### src/hw/core_config.svh
`ifndef CORE_CONFIG_SVH
`define CORE_CONFIG_SVH

// PC held in reset, first request goes one word past it
`define CORE_RESET_PC 32'h7FFF_FFFC

// Register file geometry
`define CORE_NUM_REGS 32
`define CORE_RADDR_W  5

// Data path width, also the value field on the commit port
`define CORE_XLEN 32

`endif

### src/hw/isa_pkg.sv
package isa_pkg;

    ////////////////////////////////////////////////////////////
    // Opcode and function fields
    ////////////////////////////////////////////////////////////

    // Major opcodes in inst[6:0]
    localparam logic [6:0] OPC_OP    = 7'b0110011;
    localparam logic [6:0] OPC_OPIMM = 7'b0010011;
    localparam logic [6:0] OPC_LUI   = 7'b0110111;
    localparam logic [6:0] OPC_JAL   = 7'b1101111;

    // funct3 of the supported register ops
    localparam logic [2:0] F3_ADD = 3'b000;
    localparam logic [2:0] F3_XOR = 3'b100;
    localparam logic [2:0] F3_OR  = 3'b110;
    localparam logic [2:0] F3_AND = 3'b111;

    // funct7, SUB is the only alternate encoding
    localparam logic [6:0] F7_BASE = 7'b0000000;
    localparam logic [6:0] F7_SUB  = 7'b0100000;

    ////////////////////////////////////////////////////////////
    // Instruction word views
    ////////////////////////////////////////////////////////////

    // R layout, I type reads funct7 and rs2 as imm[11:0]
    typedef struct packed {
        logic [6:0] funct7;
        logic [4:0] rs2;
        logic [4:0] rs1;
        logic [2:0] funct3;
        logic [4:0] rd;
        logic [6:0] opcode;
    } rv_rtype_s;

    // U layout, JAL keeps its immediate scrambled in imm20
    typedef struct packed {
        logic [19:0] imm20;
        logic [4:0]  rd;
        logic [6:0]  opcode;
    } rv_utype_s;

    typedef union packed {
        rv_rtype_s r;
        rv_utype_s u;
    } rv_inst_u;

    // Operation carried from decode to execute
    typedef enum logic [2:0] {
        ALU_ADD,
        ALU_SUB,
        ALU_AND,
        ALU_OR,
        ALU_XOR,
        ALU_PASS_B,
        ALU_LINK
    } alu_op_e;

endpackage

### src/hw/pipe_pkg.sv
`include "core_config.svh"

package pipe_pkg;

    // Fetch to decode
    typedef struct packed {
        logic [`CORE_XLEN-1:0] pc;
        logic [31:0]           inst;
    } fd_s;

    // Decode to execute, operands already selected
    typedef struct packed {
        logic [`CORE_XLEN-1:0]    pc;
        isa_pkg::alu_op_e         alu_op;
        logic [`CORE_XLEN-1:0]    a;
        logic [`CORE_XLEN-1:0]    b;
        logic [`CORE_RADDR_W-1:0] rd;
        logic                     writes;
    } de_s;

    // Execute to result
    typedef struct packed {
        logic [`CORE_XLEN-1:0]    pc;
        logic [`CORE_RADDR_W-1:0] rd;
        logic [`CORE_XLEN-1:0]    value;
        logic                     writes;
    } er_s;

    // Retire report
    typedef struct packed {
        logic [`CORE_XLEN-1:0]    pc;
        logic [`CORE_RADDR_W-1:0] rd;
        logic [`CORE_XLEN-1:0]    value;
    } commit_s;

endpackage

### src/hw/fetch_stage.sv
`include "core_config.svh"

module fetch_stage (
    input  logic          I_sys_clk,
    input  logic          I_rst,
    // Instruction memory
    output logic          pc_valid,
    output logic [31:0]   pc,
    input  logic          inst_ready,
    input  logic          inst_valid,
    input  logic [31:0]   inst,
    // To decode
    output logic          fd_valid,
    output pipe_pkg::fd_s fd,
    input  logic          fd_allow_in,
    // Jump from decode
    input  logic          redirect_valid,
    input  logic [31:0]   redirect_pc
);

    logic        fetch_en;
    logic        if_valid;     // request accepted, item not yet handed on
    logic        cache_valid;
    logic [31:0] inst_cache;
    logic [31:0] inst_pc;      // address of the item in flight
    logic        drop_q;       // next response is on the wrong path
    logic        tgt_pend;
    logic [31:0] tgt_pc;
    logic        resp_live;
    logic        if_ready_go;
    logic        if_allow_in;
    logic        req_fire;

    ////////////////////////////////////////////////////////////
    // Handshakes
    ////////////////////////////////////////////////////////////

    assign resp_live   = inst_valid && !drop_q;
    assign if_ready_go = resp_live || cache_valid;
    assign if_allow_in = !if_valid || (if_ready_go && fd_allow_in);
    assign pc_valid    = if_allow_in && fetch_en;
    assign req_fire    = pc_valid && inst_ready;

    // Response passes straight through unless buffered
    assign fd_valid = if_valid && if_ready_go;
    assign fd.pc    = inst_pc;
    assign fd.inst  = cache_valid ? inst_cache : inst;

    always_ff @(posedge I_sys_clk) begin
        if (I_rst)
            fetch_en <= 1'b0;
        else
            fetch_en <= 1'b1;
    end

    ////////////////////////////////////////////////////////////
    // Request address
    ////////////////////////////////////////////////////////////

    // Step off the reset PC as fetch comes up
    always_ff @(posedge I_sys_clk) begin
        if (I_rst)
            pc <= `CORE_RESET_PC;
        else if (!fetch_en)
            pc <= pc + 32'd4;
        else if (req_fire) begin
            if (redirect_valid)
                pc <= redirect_pc;
            else if (tgt_pend)
                pc <= tgt_pc;
            else
                pc <= pc + 32'd4;
        end else if (redirect_valid && !pc_valid)
            pc <= redirect_pc;
    end

    // Shown request must stay put, so park the target until it is taken
    always_ff @(posedge I_sys_clk) begin
        if (I_rst)
            tgt_pend <= 1'b0;
        else if (redirect_valid && pc_valid && !inst_ready)
            tgt_pend <= 1'b1;
        else if (req_fire)
            tgt_pend <= 1'b0;
    end

    always_ff @(posedge I_sys_clk) begin
        if (redirect_valid)
            tgt_pc <= redirect_pc;
        if (req_fire)
            inst_pc <= pc;
        // Hold what decode refused
        if (inst_valid && !fd_allow_in)
            inst_cache <= inst;
    end

    ////////////////////////////////////////////////////////////
    // Item tracking
    ////////////////////////////////////////////////////////////

    always_ff @(posedge I_sys_clk) begin
        if (I_rst)
            drop_q <= 1'b0;
        else if (redirect_valid && ((if_valid && !if_ready_go) || pc_valid))
            drop_q <= 1'b1;
        else if (inst_valid)
            drop_q <= 1'b0;
    end

    always_ff @(posedge I_sys_clk) begin
        if (I_rst)
            cache_valid <= 1'b0;
        else if (redirect_valid)
            cache_valid <= 1'b0;
        else if (resp_live && !fd_allow_in)
            cache_valid <= 1'b1;
        else if (fd_allow_in)
            cache_valid <= 1'b0;
    end

    always_ff @(posedge I_sys_clk) begin
        if (I_rst)
            if_valid <= 1'b0;
        else if (req_fire)
            if_valid <= 1'b1;
        else if (redirect_valid && if_ready_go)
            if_valid <= 1'b0;
        else if (inst_valid && drop_q)
            if_valid <= 1'b0;
        else if (fd_valid && fd_allow_in)
            if_valid <= 1'b0;
    end

endmodule

### src/hw/decode_stage.sv
`include "core_config.svh"

module decode_stage (
    input  logic                     I_sys_clk,
    input  logic                     I_rst,
    // From fetch
    input  logic                     fd_valid,
    input  pipe_pkg::fd_s            fd,
    output logic                     fd_allow_in,
    // To execute
    output logic                     de_valid,
    output pipe_pkg::de_s            de,
    input  logic                     de_allow_in,
    // Pending writers downstream
    input  logic                     ex_busy,
    input  logic [`CORE_RADDR_W-1:0] ex_busy_rd,
    input  logic                     rs_busy,
    input  logic [`CORE_RADDR_W-1:0] rs_busy_rd,
    // Register file read port
    output logic [`CORE_RADDR_W-1:0] rf_raddr1,
    output logic [`CORE_RADDR_W-1:0] rf_raddr2,
    input  logic [`CORE_XLEN-1:0]    rf_rdata1,
    input  logic [`CORE_XLEN-1:0]    rf_rdata2,
    // Jump to fetch
    output logic                     redirect_valid,
    output logic [31:0]              redirect_pc
);
    import isa_pkg::*;
    import pipe_pkg::*;

    logic        d_valid;
    fd_s         d_item;
    rv_inst_u    word;
    alu_op_e     alu_op;
    logic        supported;
    logic        use_rs1;
    logic        use_rs2;
    logic        is_jal;
    logic [31:0] imm_i;
    logic [31:0] imm_u;
    logic [31:0] imm_j;
    logic        stall;
    logic        d_allow_in;

    // Nonzero source still owned by a downstream writer
    function automatic logic rd_hit(input logic [4:0] rs, input logic busy,
                                    input logic [4:0] busy_rd);
        return busy && (busy_rd == rs) && (rs != 5'd0);
    endfunction

    ////////////////////////////////////////////////////////////
    // Field decode
    ////////////////////////////////////////////////////////////

    assign word  = d_item.inst;
    assign imm_i = {{20{word.r.funct7[6]}}, word.r.funct7, word.r.rs2};
    assign imm_u = {word.u.imm20, 12'b0};
    // Unscramble imm[20|10:1|11|19:12]
    assign imm_j = {{11{word.u.imm20[19]}}, word.u.imm20[19], word.u.imm20[7:0],
                    word.u.imm20[8], word.u.imm20[18:9], 1'b0};

    always_comb begin
        alu_op    = ALU_ADD;
        supported = 1'b0;
        use_rs1   = 1'b0;
        use_rs2   = 1'b0;
        is_jal    = 1'b0;
        case (word.r.opcode)
            OPC_OP: begin
                use_rs1 = 1'b1;
                use_rs2 = 1'b1;
                case (word.r.funct3)
                    F3_ADD: begin
                        if (word.r.funct7 == F7_SUB)
                            alu_op = ALU_SUB;
                        supported = (word.r.funct7 == F7_BASE) || (word.r.funct7 == F7_SUB);
                    end
                    F3_XOR: begin
                        alu_op    = ALU_XOR;
                        supported = (word.r.funct7 == F7_BASE);
                    end
                    F3_OR: begin
                        alu_op    = ALU_OR;
                        supported = (word.r.funct7 == F7_BASE);
                    end
                    F3_AND: begin
                        alu_op    = ALU_AND;
                        supported = (word.r.funct7 == F7_BASE);
                    end
                    default: supported = 1'b0;
                endcase
            end
            OPC_OPIMM: begin
                use_rs1   = 1'b1;
                supported = (word.r.funct3 == F3_ADD);
            end
            OPC_LUI: begin
                alu_op    = ALU_PASS_B;
                supported = 1'b1;
            end
            OPC_JAL: begin
                alu_op    = ALU_LINK;
                supported = 1'b1;
                is_jal    = 1'b1;
            end
            default: supported = 1'b0;
        endcase
    end

    ////////////////////////////////////////////////////////////
    // Operands and hand-off
    ////////////////////////////////////////////////////////////

    assign rf_raddr1 = word.r.rs1;
    assign rf_raddr2 = word.r.rs2;

    always_comb begin
        de.pc     = d_item.pc;
        de.alu_op = alu_op;
        de.a      = rf_rdata1;
        de.b      = rf_rdata2;
        de.rd     = word.r.rd;
        de.writes = supported;
        case (word.r.opcode)
            OPC_OPIMM: de.b = imm_i;
            OPC_LUI:   de.b = imm_u;
            OPC_JAL:   de.a = d_item.pc + 32'd4;
            default:   ;
        endcase
        // Unknown ops retire a zero value
        if (!supported) begin
            de.a = '0;
            de.b = '0;
        end
    end

    assign stall = (use_rs1 && (rd_hit(word.r.rs1, ex_busy, ex_busy_rd) ||
                                rd_hit(word.r.rs1, rs_busy, rs_busy_rd))) ||
                   (use_rs2 && (rd_hit(word.r.rs2, ex_busy, ex_busy_rd) ||
                                rd_hit(word.r.rs2, rs_busy, rs_busy_rd)));

    assign de_valid   = d_valid && !stall;
    assign d_allow_in = !d_valid || (!stall && de_allow_in);

    // Jump fires as JAL leaves, the word behind it is refused
    assign redirect_valid = de_valid && de_allow_in && is_jal;
    assign redirect_pc    = d_item.pc + imm_j;
    assign fd_allow_in    = d_allow_in && !redirect_valid;

    always_ff @(posedge I_sys_clk) begin
        if (I_rst)
            d_valid <= 1'b0;
        else if (d_allow_in)
            d_valid <= fd_valid && fd_allow_in;
    end

    always_ff @(posedge I_sys_clk) begin
        if (fd_valid && fd_allow_in)
            d_item <= fd;
    end

endmodule

### src/hw/execute_stage.sv
`include "core_config.svh"

module execute_stage (
    input  logic                     I_sys_clk,
    input  logic                     I_rst,
    // From decode
    input  logic                     de_valid,
    input  pipe_pkg::de_s            de,
    output logic                     de_allow_in,
    // To result
    output logic                     er_valid,
    output pipe_pkg::er_s            er,
    input  logic                     er_allow_in,
    // Writer held here, for the decode stall
    output logic                     ex_busy,
    output logic [`CORE_RADDR_W-1:0] ex_busy_rd
);
    import isa_pkg::*;

    logic [`CORE_XLEN-1:0] alu_res;

    always_comb begin
        case (de.alu_op)
            ALU_ADD:    alu_res = de.a + de.b;
            ALU_SUB:    alu_res = de.a - de.b;
            ALU_AND:    alu_res = de.a & de.b;
            ALU_OR:     alu_res = de.a | de.b;
            ALU_XOR:    alu_res = de.a ^ de.b;
            ALU_PASS_B: alu_res = de.b;
            ALU_LINK:   alu_res = de.a;  // Return address built in decode
            default:    alu_res = '0;
        endcase
    end

    // Single cycle, moves on whenever result takes it
    assign de_allow_in = !er_valid || er_allow_in;

    always_ff @(posedge I_sys_clk) begin
        if (I_rst)
            er_valid <= 1'b0;
        else if (de_allow_in)
            er_valid <= de_valid;
    end

    always_ff @(posedge I_sys_clk) begin
        if (de_valid && de_allow_in) begin
            er.pc     <= de.pc;
            er.rd     <= de.rd;
            er.value  <= alu_res;
            er.writes <= de.writes;
        end
    end

    assign ex_busy    = er_valid && er.writes;
    assign ex_busy_rd = er.rd;

endmodule

### src/hw/result_stage.sv
`include "core_config.svh"

module result_stage (
    input  logic                     I_sys_clk,
    input  logic                     I_rst,
    // From execute
    input  logic                     er_valid,
    input  pipe_pkg::er_s            er,
    output logic                     er_allow_in,
    // Register file read port for decode
    input  logic [`CORE_RADDR_W-1:0] rf_raddr1,
    input  logic [`CORE_RADDR_W-1:0] rf_raddr2,
    output logic [`CORE_XLEN-1:0]    rf_rdata1,
    output logic [`CORE_XLEN-1:0]    rf_rdata2,
    // Write not yet visible on the read port
    output logic                     rs_busy,
    output logic [`CORE_RADDR_W-1:0] rs_busy_rd,
    // Retire
    output logic                     commit_valid,
    output pipe_pkg::commit_s        commit
);
    import pipe_pkg::*;

    er_s                   r_item;
    logic [`CORE_XLEN-1:0] rf [`CORE_NUM_REGS];
    logic                  rf_we;

    assign er_allow_in = 1'b1;

    always_ff @(posedge I_sys_clk) begin
        if (I_rst)
            commit_valid <= 1'b0;
        else
            commit_valid <= er_valid && er_allow_in;
    end

    always_ff @(posedge I_sys_clk) begin
        if (er_valid && er_allow_in)
            r_item <= er;
    end

    // x0 writes dropped here, the commit still reports them
    assign rf_we = commit_valid && r_item.writes && (r_item.rd != '0);

    always_ff @(posedge I_sys_clk) begin
        if (I_rst) begin
            for (int i = 0; i < `CORE_NUM_REGS; i++)
                rf[i] <= '0;
        end else if (rf_we)
            rf[r_item.rd] <= r_item.value;
    end

    assign rf_rdata1 = (rf_raddr1 == '0) ? '0 : rf[rf_raddr1];
    assign rf_rdata2 = (rf_raddr2 == '0) ? '0 : rf[rf_raddr2];

    assign rs_busy    = commit_valid && r_item.writes;
    assign rs_busy_rd = r_item.rd;

    assign commit.pc    = r_item.pc;
    assign commit.rd    = r_item.rd;
    assign commit.value = r_item.value;

endmodule

### src/hw/core_top.sv
`include "core_config.svh"

module core_top (
    input  logic              I_sys_clk,
    input  logic              I_rst,
    // Instruction memory
    output logic              pc_valid,
    output logic [31:0]       pc,
    input  logic              inst_ready,
    input  logic              inst_valid,
    input  logic [31:0]       inst,
    // Retire report
    output logic              commit_valid,
    output pipe_pkg::commit_s commit
);
    import pipe_pkg::*;

    // Stage boundaries
    logic fd_valid;
    logic fd_allow_in;
    fd_s  fd;
    logic de_valid;
    logic de_allow_in;
    de_s  de;
    logic er_valid;
    logic er_allow_in;
    er_s  er;

    // Redirect, hazard and register file side paths
    logic                     redirect_valid;
    logic [31:0]              redirect_pc;
    logic                     ex_busy;
    logic [`CORE_RADDR_W-1:0] ex_busy_rd;
    logic                     rs_busy;
    logic [`CORE_RADDR_W-1:0] rs_busy_rd;
    logic [`CORE_RADDR_W-1:0] rf_raddr1;
    logic [`CORE_RADDR_W-1:0] rf_raddr2;
    logic [`CORE_XLEN-1:0]    rf_rdata1;
    logic [`CORE_XLEN-1:0]    rf_rdata2;

    fetch_stage u_fetch (
        .I_sys_clk      (I_sys_clk),
        .I_rst          (I_rst),
        .pc_valid       (pc_valid),
        .pc             (pc),
        .inst_ready     (inst_ready),
        .inst_valid     (inst_valid),
        .inst           (inst),
        .fd_valid       (fd_valid),
        .fd             (fd),
        .fd_allow_in    (fd_allow_in),
        .redirect_valid (redirect_valid),
        .redirect_pc    (redirect_pc)
    );

    decode_stage u_decode (
        .I_sys_clk      (I_sys_clk),
        .I_rst          (I_rst),
        .fd_valid       (fd_valid),
        .fd             (fd),
        .fd_allow_in    (fd_allow_in),
        .de_valid       (de_valid),
        .de             (de),
        .de_allow_in    (de_allow_in),
        .ex_busy        (ex_busy),
        .ex_busy_rd     (ex_busy_rd),
        .rs_busy        (rs_busy),
        .rs_busy_rd     (rs_busy_rd),
        .rf_raddr1      (rf_raddr1),
        .rf_raddr2      (rf_raddr2),
        .rf_rdata1      (rf_rdata1),
        .rf_rdata2      (rf_rdata2),
        .redirect_valid (redirect_valid),
        .redirect_pc    (redirect_pc)
    );

    execute_stage u_execute (
        .I_sys_clk   (I_sys_clk),
        .I_rst       (I_rst),
        .de_valid    (de_valid),
        .de          (de),
        .de_allow_in (de_allow_in),
        .er_valid    (er_valid),
        .er          (er),
        .er_allow_in (er_allow_in),
        .ex_busy     (ex_busy),
        .ex_busy_rd  (ex_busy_rd)
    );

    result_stage u_result (
        .I_sys_clk    (I_sys_clk),
        .I_rst        (I_rst),
        .er_valid     (er_valid),
        .er           (er),
        .er_allow_in  (er_allow_in),
        .rf_raddr1    (rf_raddr1),
        .rf_raddr2    (rf_raddr2),
        .rf_rdata1    (rf_rdata1),
        .rf_rdata2    (rf_rdata2),
        .rs_busy      (rs_busy),
        .rs_busy_rd   (rs_busy_rd),
        .commit_valid (commit_valid),
        .commit       (commit)
    );

endmodule

### config.mk
export PLATFORM = sky130hd
export DESIGN_NAME = core_top
export DESIGN_NICKNAME = d
export VERILOG_FILES = /design/src/hw/isa_pkg.sv /design/src/hw/pipe_pkg.sv /design/src/hw/fetch_stage.sv /design/src/hw/decode_stage.sv /design/src/hw/execute_stage.sv /design/src/hw/result_stage.sv /design/src/hw/core_top.sv
export VERILOG_INCLUDE_DIRS = /design/src /design/src/hw
export SDC_FILE = /design/constraint.sdc
export NUM_CORES = 2
export LEC_CHECK = 0
export CAP_MARGIN = 20
export CORE_ASPECT_RATIO = 1.5
export CORE_MARGIN = 2
export CORE_UTILIZATION = 47
export CTS_BUF_LIST = sky130_fd_sc_hd__clkbuf_16
export DETAILED_ROUTE_END_ITERATION = 7
export DONT_BUFFER_PORTS = 1
export SLEW_MARGIN = 20
export SYNTH_ARGS = -nofsm -noshare
export SYNTH_HDL_FRONTEND = slang
export SYNTH_HIERARCHICAL = 1
export SYNTH_SLANG_ARGS = --single-unit
### constraint.sdc
create_clock -name I_sys_clk -period 9.65 [get_ports I_sys_clk]
set_input_delay 0.965 -clock I_sys_clk [delete_from_list [all_inputs] [get_ports I_sys_clk]]
set_output_delay 0.965 -clock I_sys_clk [all_outputs]
set_load 0.01 [all_outputs]
After elaboration in Yosys (flattened, before gate mapping). Memory sizes are Yosys's and may differ from the RTL's. A register that Yosys moved wholly into a read port is not among the register bits. Cells that the tools add are included.

Output and inout bits: 103. RAM bits: 1024. Memories kept: 1. Bits of input ports: 36. Register bits after elaboration: 340. Word-level logic and storage cells: 156.

Memory list: u_result.rf (depth 32, bits a word 32, read ports 2, clocked after memory_dff 2, write ports 32, line result_stage.sv:25) `` logic [`CORE_XLEN-1:0] rf [`CORE_NUM_REGS]; ``.

Bitwise gates (word level): 3. Eq/ne operators: 19. Reductions and logical operators: 65. Mux-type cells: 41. Add/subtract/negate cells: 5.

Operator list (count): 2-to-1 mux 32 bit (10); case mux 32 bit (7 select lines) (1); adder 32 x 3 -> 32 bit, second input constant (2); adder 32 bit (2); 2-to-1 mux 64 bit (1); case mux 32 bit (2 select lines) (1); AND 32 bit (1); bitwise OR 32 bit (1); OR reduction 32 bit (1); subtractor 32 bit (1); XOR 32 bit (1); logical AND 1 bit (31); equality test 7 x 6 -> 1 bit, second input constant (3); 2-to-1 mux 1 bit (21); equality test 5 bit (4); equality test 3 bit, second input constant (6); 2-to-1 mux 5 bit (3); nonzero test 5 bit (3); case mux 3 bit (4 select lines) (1); zero test 5 bit (2); zero test 1 bit (9); case mux 3 bit (3 select lines) (1); logical OR 1 bit (8); equality test 7 x 5 -> 1 bit, second input constant (1); 12 further kinds (18).

Logic depth before layout (Yosys ltp).
Depth in word-level cells: 19. Gate-level depth with buffers: 29. Depth with buffers taken out: 24.

Hierarchy. Netlist, hierarchy kept.

By module, submodules not included: result_stage (instances 1, cells each 3655, area each 56785.7 sq um, sequential area each 32871.5 sq um); execute_stage (instances 1, cells each 802, area each 7041.8 sq um, sequential area each 2122.0 sq um); fetch_stage (instances 1, cells each 502, area each 6002.0 sq um, sequential area each 3623.5 sq um); decode_stage (instances 1, cells each 619, area each 5461.5 sq um, sequential area each 1941.9 sq um).

Worst setup path after synthesis. OpenSTA, ideal clock, no wires.

Path kind: register -> register. Start point: reg u_decode.d_item (netlist bit u_decode/word[20]). End point: reg u_execute/er[32] (netlist name). Buffers on the path: 5. Data required time: 9.385 ns. Cell stages (with the launch flop): 27. Library setup time: 0.265 ns. Path slack: 3.754 ns. Data arrival time: 5.631 ns. Clock period less this slack: 5.896 ns. Cell sequence: edfxtp_1 -> buf_4 -> buf_4 -> buf_4 -> buf_2 -> mux4_2 -> a2111oi_0 -> nor3_1 -> nand3_1 -> a21oi_1 -> or4_4 -> or3_4 -> nor2_1 -> and3_1 -> nand2_1 -> o21ai_1 -> xnor2_1 -> ha_1 -> clkbuf_1 -> a21o_1 -> a221o_1 -> a41oi_1 -> nand2_1 -> a41oi_1 -> a21oi_1 -> xnor2_1 -> o21ai_1.

RTL lines: start: declaration (line decode_stage.sv:32) `fd_s d_item;`; start signal: assignment (line decode_stage.sv:159) `d_item <= fd;`.

==> flow_summary.yaml <==
placed_design:
  gp_congestion: 0.937
  placed_area_um2: 77000
  dp_hpwl_mm: 161
  post-place-ws_ns: 2.24
  portBuffers: 0
global_route:
  overflow: 0
  met3_usage_pct: 4.91
  use_met1_pct: 35.3
  grt_antenna_before_repair: 6
  grt_max_degree: 100
  grt_usage_pct: 30.7
  first_global_vias: 50400
  met2_usage_pct: 54.4
  grt_first_pass_wirelength_mm: 358
  top_usage_layer: "met2"
clock_network:
  clock_latency_ns: 0.80
  cts.clk_slew.worst_paths_ns: 0.07
  cts_resized: 0
  cts_buffers: 136
  cts-root-buf: "clkbuf_16"
  cts_tree: "yes"
  cts_setup_buffers: 0
  htreeDepth: 4
  ctsLongestPathBuffers: 3
  clkSinkCount: 1364
  hold_buffers: 0
synthesis:
  synth-xor-area-share_pct: 1.50
  synth.ff_latch_count: 1364
  synth-edff-count: 1324
  ys_seq_area_share_pct: 53.9
  avgSynthCellArea_um2: 13.5
  yosys.area.top_type: "edfxtp_1"
  yosysWarnings: 6
  synth_cells: 5578
  synth.cell_area_um2: 75300
  synth_simple_gate_area_share_pct: 13.3
  synth-compound-area-share_pct: 7.40
  synth_top_family_by_area: "multiplexers"
  synth_cell_type_count: 95
  synthArstFlopShare_pct: 0
  synth.top_cell.area_share_pct: 52.8
  synth_mux_area_share_pct: 17.5
  synth_ff_type: "edfxtp_1"
  yosysMostFrequentCell: "edfxtp_1"
  synthTopCellsByArea: "edfxtp_1 53%, mux4_2 14%, and2_1 8.4%"
  synth-adder-area-share_pct: 2.18
  yosys-top-cells-count: "1324 x edfxtp_1, 1008 x and2_1, 468 x mux4_2"
min_path:
  whs_endpoint: "u_fetch/drop_q$_SDFFE_PP0P_"
  worstHoldStart: "I_rst"
  min_path_type: "in -> reg"
  whs_path_depth: 1
sta:
  rsz0062_at_grt: "false"
  drv_slew: 0
  layout_setup_ws_ns: 2.04
  fin_crit_sh_pct: 78.8
  hold_violations: 0
  clock.fmax_mhz: 131
  relSlewSlack_pct: 25.6
  setup_tns_ns: 0
  setup_violations: 0
  fin_crit_ns: 7.61
  clock_skew_ns: 0.0364
  worst_pin_slew_ns: 1.11
run_status:
  status: "complete, no violations"
setup_path:
  rrSetupSlack_ns: 2.04
  path_class: "reg -> reg"
  critPathArrivalTime_ns: 8.13
  crit_start: "u_decode/word[21]$_DFFE_PP_"
  rr_worst_depth: 22
  cp-end-kind: "register"
  start_kind: "register"
  cp_max_fo: 22
  worstReg2RegStart: "u_decode/word[21]$_DFFE_PP_"
  required_ns: 10.17
  r2r_end: "u_execute/er[23]$_DFFE_PP_"
die:
  die_w_um: 331
  die_h_um: 494
  rows: 179
  die_area_um2: 163000
  core_area_um2: 159000
  start_util_pct: 47.4
  ios: 139
power_and_ir_drop:
  leakagePower_nw: 28.9
  irDropWorstVdd_uv: 174
  p_per_area_nw_per_um2: 162
  power.total_mw: 13.2
detailed_routing:
  drc: 0
  wl_mm: 251
  drt-vias-per-instance: 6.53
  postRouteAntennaNets: 0
  routedWlPerCell_um: 33.3
  dr.pass1.iters: 6
  drt_iter0_drc: 4873
  vias: 49200
run:
  cap_violations: 0
final_layout:
  drive_gt1_share_pct: 19.2
  num-nets-final: 5512
  num-fill-cells: 13100
  syn2layout_area_growth_pct: 8.21
  final_util_pct: 51.3
  final_cell_area_um2: 81500
==> state kept, by name (all words and copies together), names as in the netlist, 5 cells and up <==
name,count
u_decode/de,32
u_decode/word,32
u_execute/er,65
u_execute/ex_busy_rd,5
u_fetch/inst_cache,32
u_fetch/inst_pc,32
u_fetch/pc,32
u_fetch/tgt_pc,32
u_result/commit,64
u_result/rf,1024
u_result/rs_busy_rd,5
==> layout make-up <==
cell class	instances	area [µm²]	share of cell area, %
Inverter	95	357	0.438
Multi-Input combinational cell	3571	32000	39.3
Tap cell	2081	2600	3.20
Clock inverter	105	933	1.15
Clock buffer	138	3450	4.24
Sequential cell	1364	40600	49.8
Antenna cell	4	10.0	0.0123
Timing Repair Buffer	178	1520	1.87
==> stage by stage <==
stage / hold slack (ns) / std cells
6_report: 0.274 / 7536
2_1_floorplan: 0.400 / 5609
5_1_grt: 0.249 / 7533
3_5_place_dp: 0.405 / 7284
4_1_cts: 0.209 / 7527
3_3_place_gp: 0.401 / 7284
==> where the power goes <==
| part | total (mW) | internal, mW | switching [mW] |
|---|---|---|---|
| Sequential | 6.84 | 6.69 | 0.152 |
| Clock | 5.36 | 3.01 | 2.35 |
| Combinational | 1.02 | 0.394 | 0.630 |
==> worst max-delay path, stage by stage, from the launching register on <==
cell	delay, ns
edfxtp_1	0.86
buf_4	0.40
and2_2	0.49
buf_4	0.55
buf_4	0.47
a22o_1	0.23
a2111oi_0	0.07
nor3_1	0.41
a21oi_1	0.11
o21ai_0	0.51
inv_1	0.19
nand3_1	0.17
nor3_1	0.11
and3_1	0.21
nor2_1	0.12
xnor2_1	0.09
ha_1	0.39
nand2_1	0.07
o21ai_0	0.36
and3b_1	0.23
nor3_1	0.60
xnor2_1	0.14
mux4_2	0.47
==> cells by family (layout without fill, tap and decap cells) <==
| family | after synthesis | in the layout |
|---|---|---|
| simple gates | 1759 | 1759 |
| flops | 1364 | 1364 |
| compound gates | 797 | 797 |
| mux | 723 | 723 |
| buf+inv | 674 | 516 |
| fa+ha+maj | 130 | 130 |
| xor+xnor | 129 | 129 |
| other cells | 2 | 37 |
==> worst max-delay path by stage <==
stage	end	cells after the start
2_1_floorplan	u_execute/er[32]$_DFFE_PP_	26
3_3_place_gp	u_execute/er[23]$_DFFE_PP_	19
3_5_place_dp	u_execute/er[32]$_DFFE_PP_	22
4_1_cts	u_execute/er[32]$_DFFE_PP_	22
5_1_grt	u_execute/er[23]$_DFFE_PP_	20
6_report	u_execute/er[23]$_DFFE_PP_	22
==> metal layers <==
metal  up-vias  share of wire [%]
li1      20700                  -
met3       688                7.5
met1     25200                 35
met2      2553                 52
met5         -             0.0088
met4         4                5.9
==> cells in the final DEF (no fill, tap or decap), drive strengths merged, types with 38 or more instances in the layout <==
cell and instances:
a211oi 92, mux2 77, mux2i 178, nand3 88, dfxtp 40, clkinv 60, edfxtp 1324, mux4 468
xor2 60, a22o 61, a21oi 148, o21ai 108, clkbuf 138, buf 178, xnor2 69, or2 42
o221ai 38, nor2 209, nor3 94, nand2 143, o22ai 88, and2 1008, inv 120, ha 128
Power figures use the tool's default switching activity.
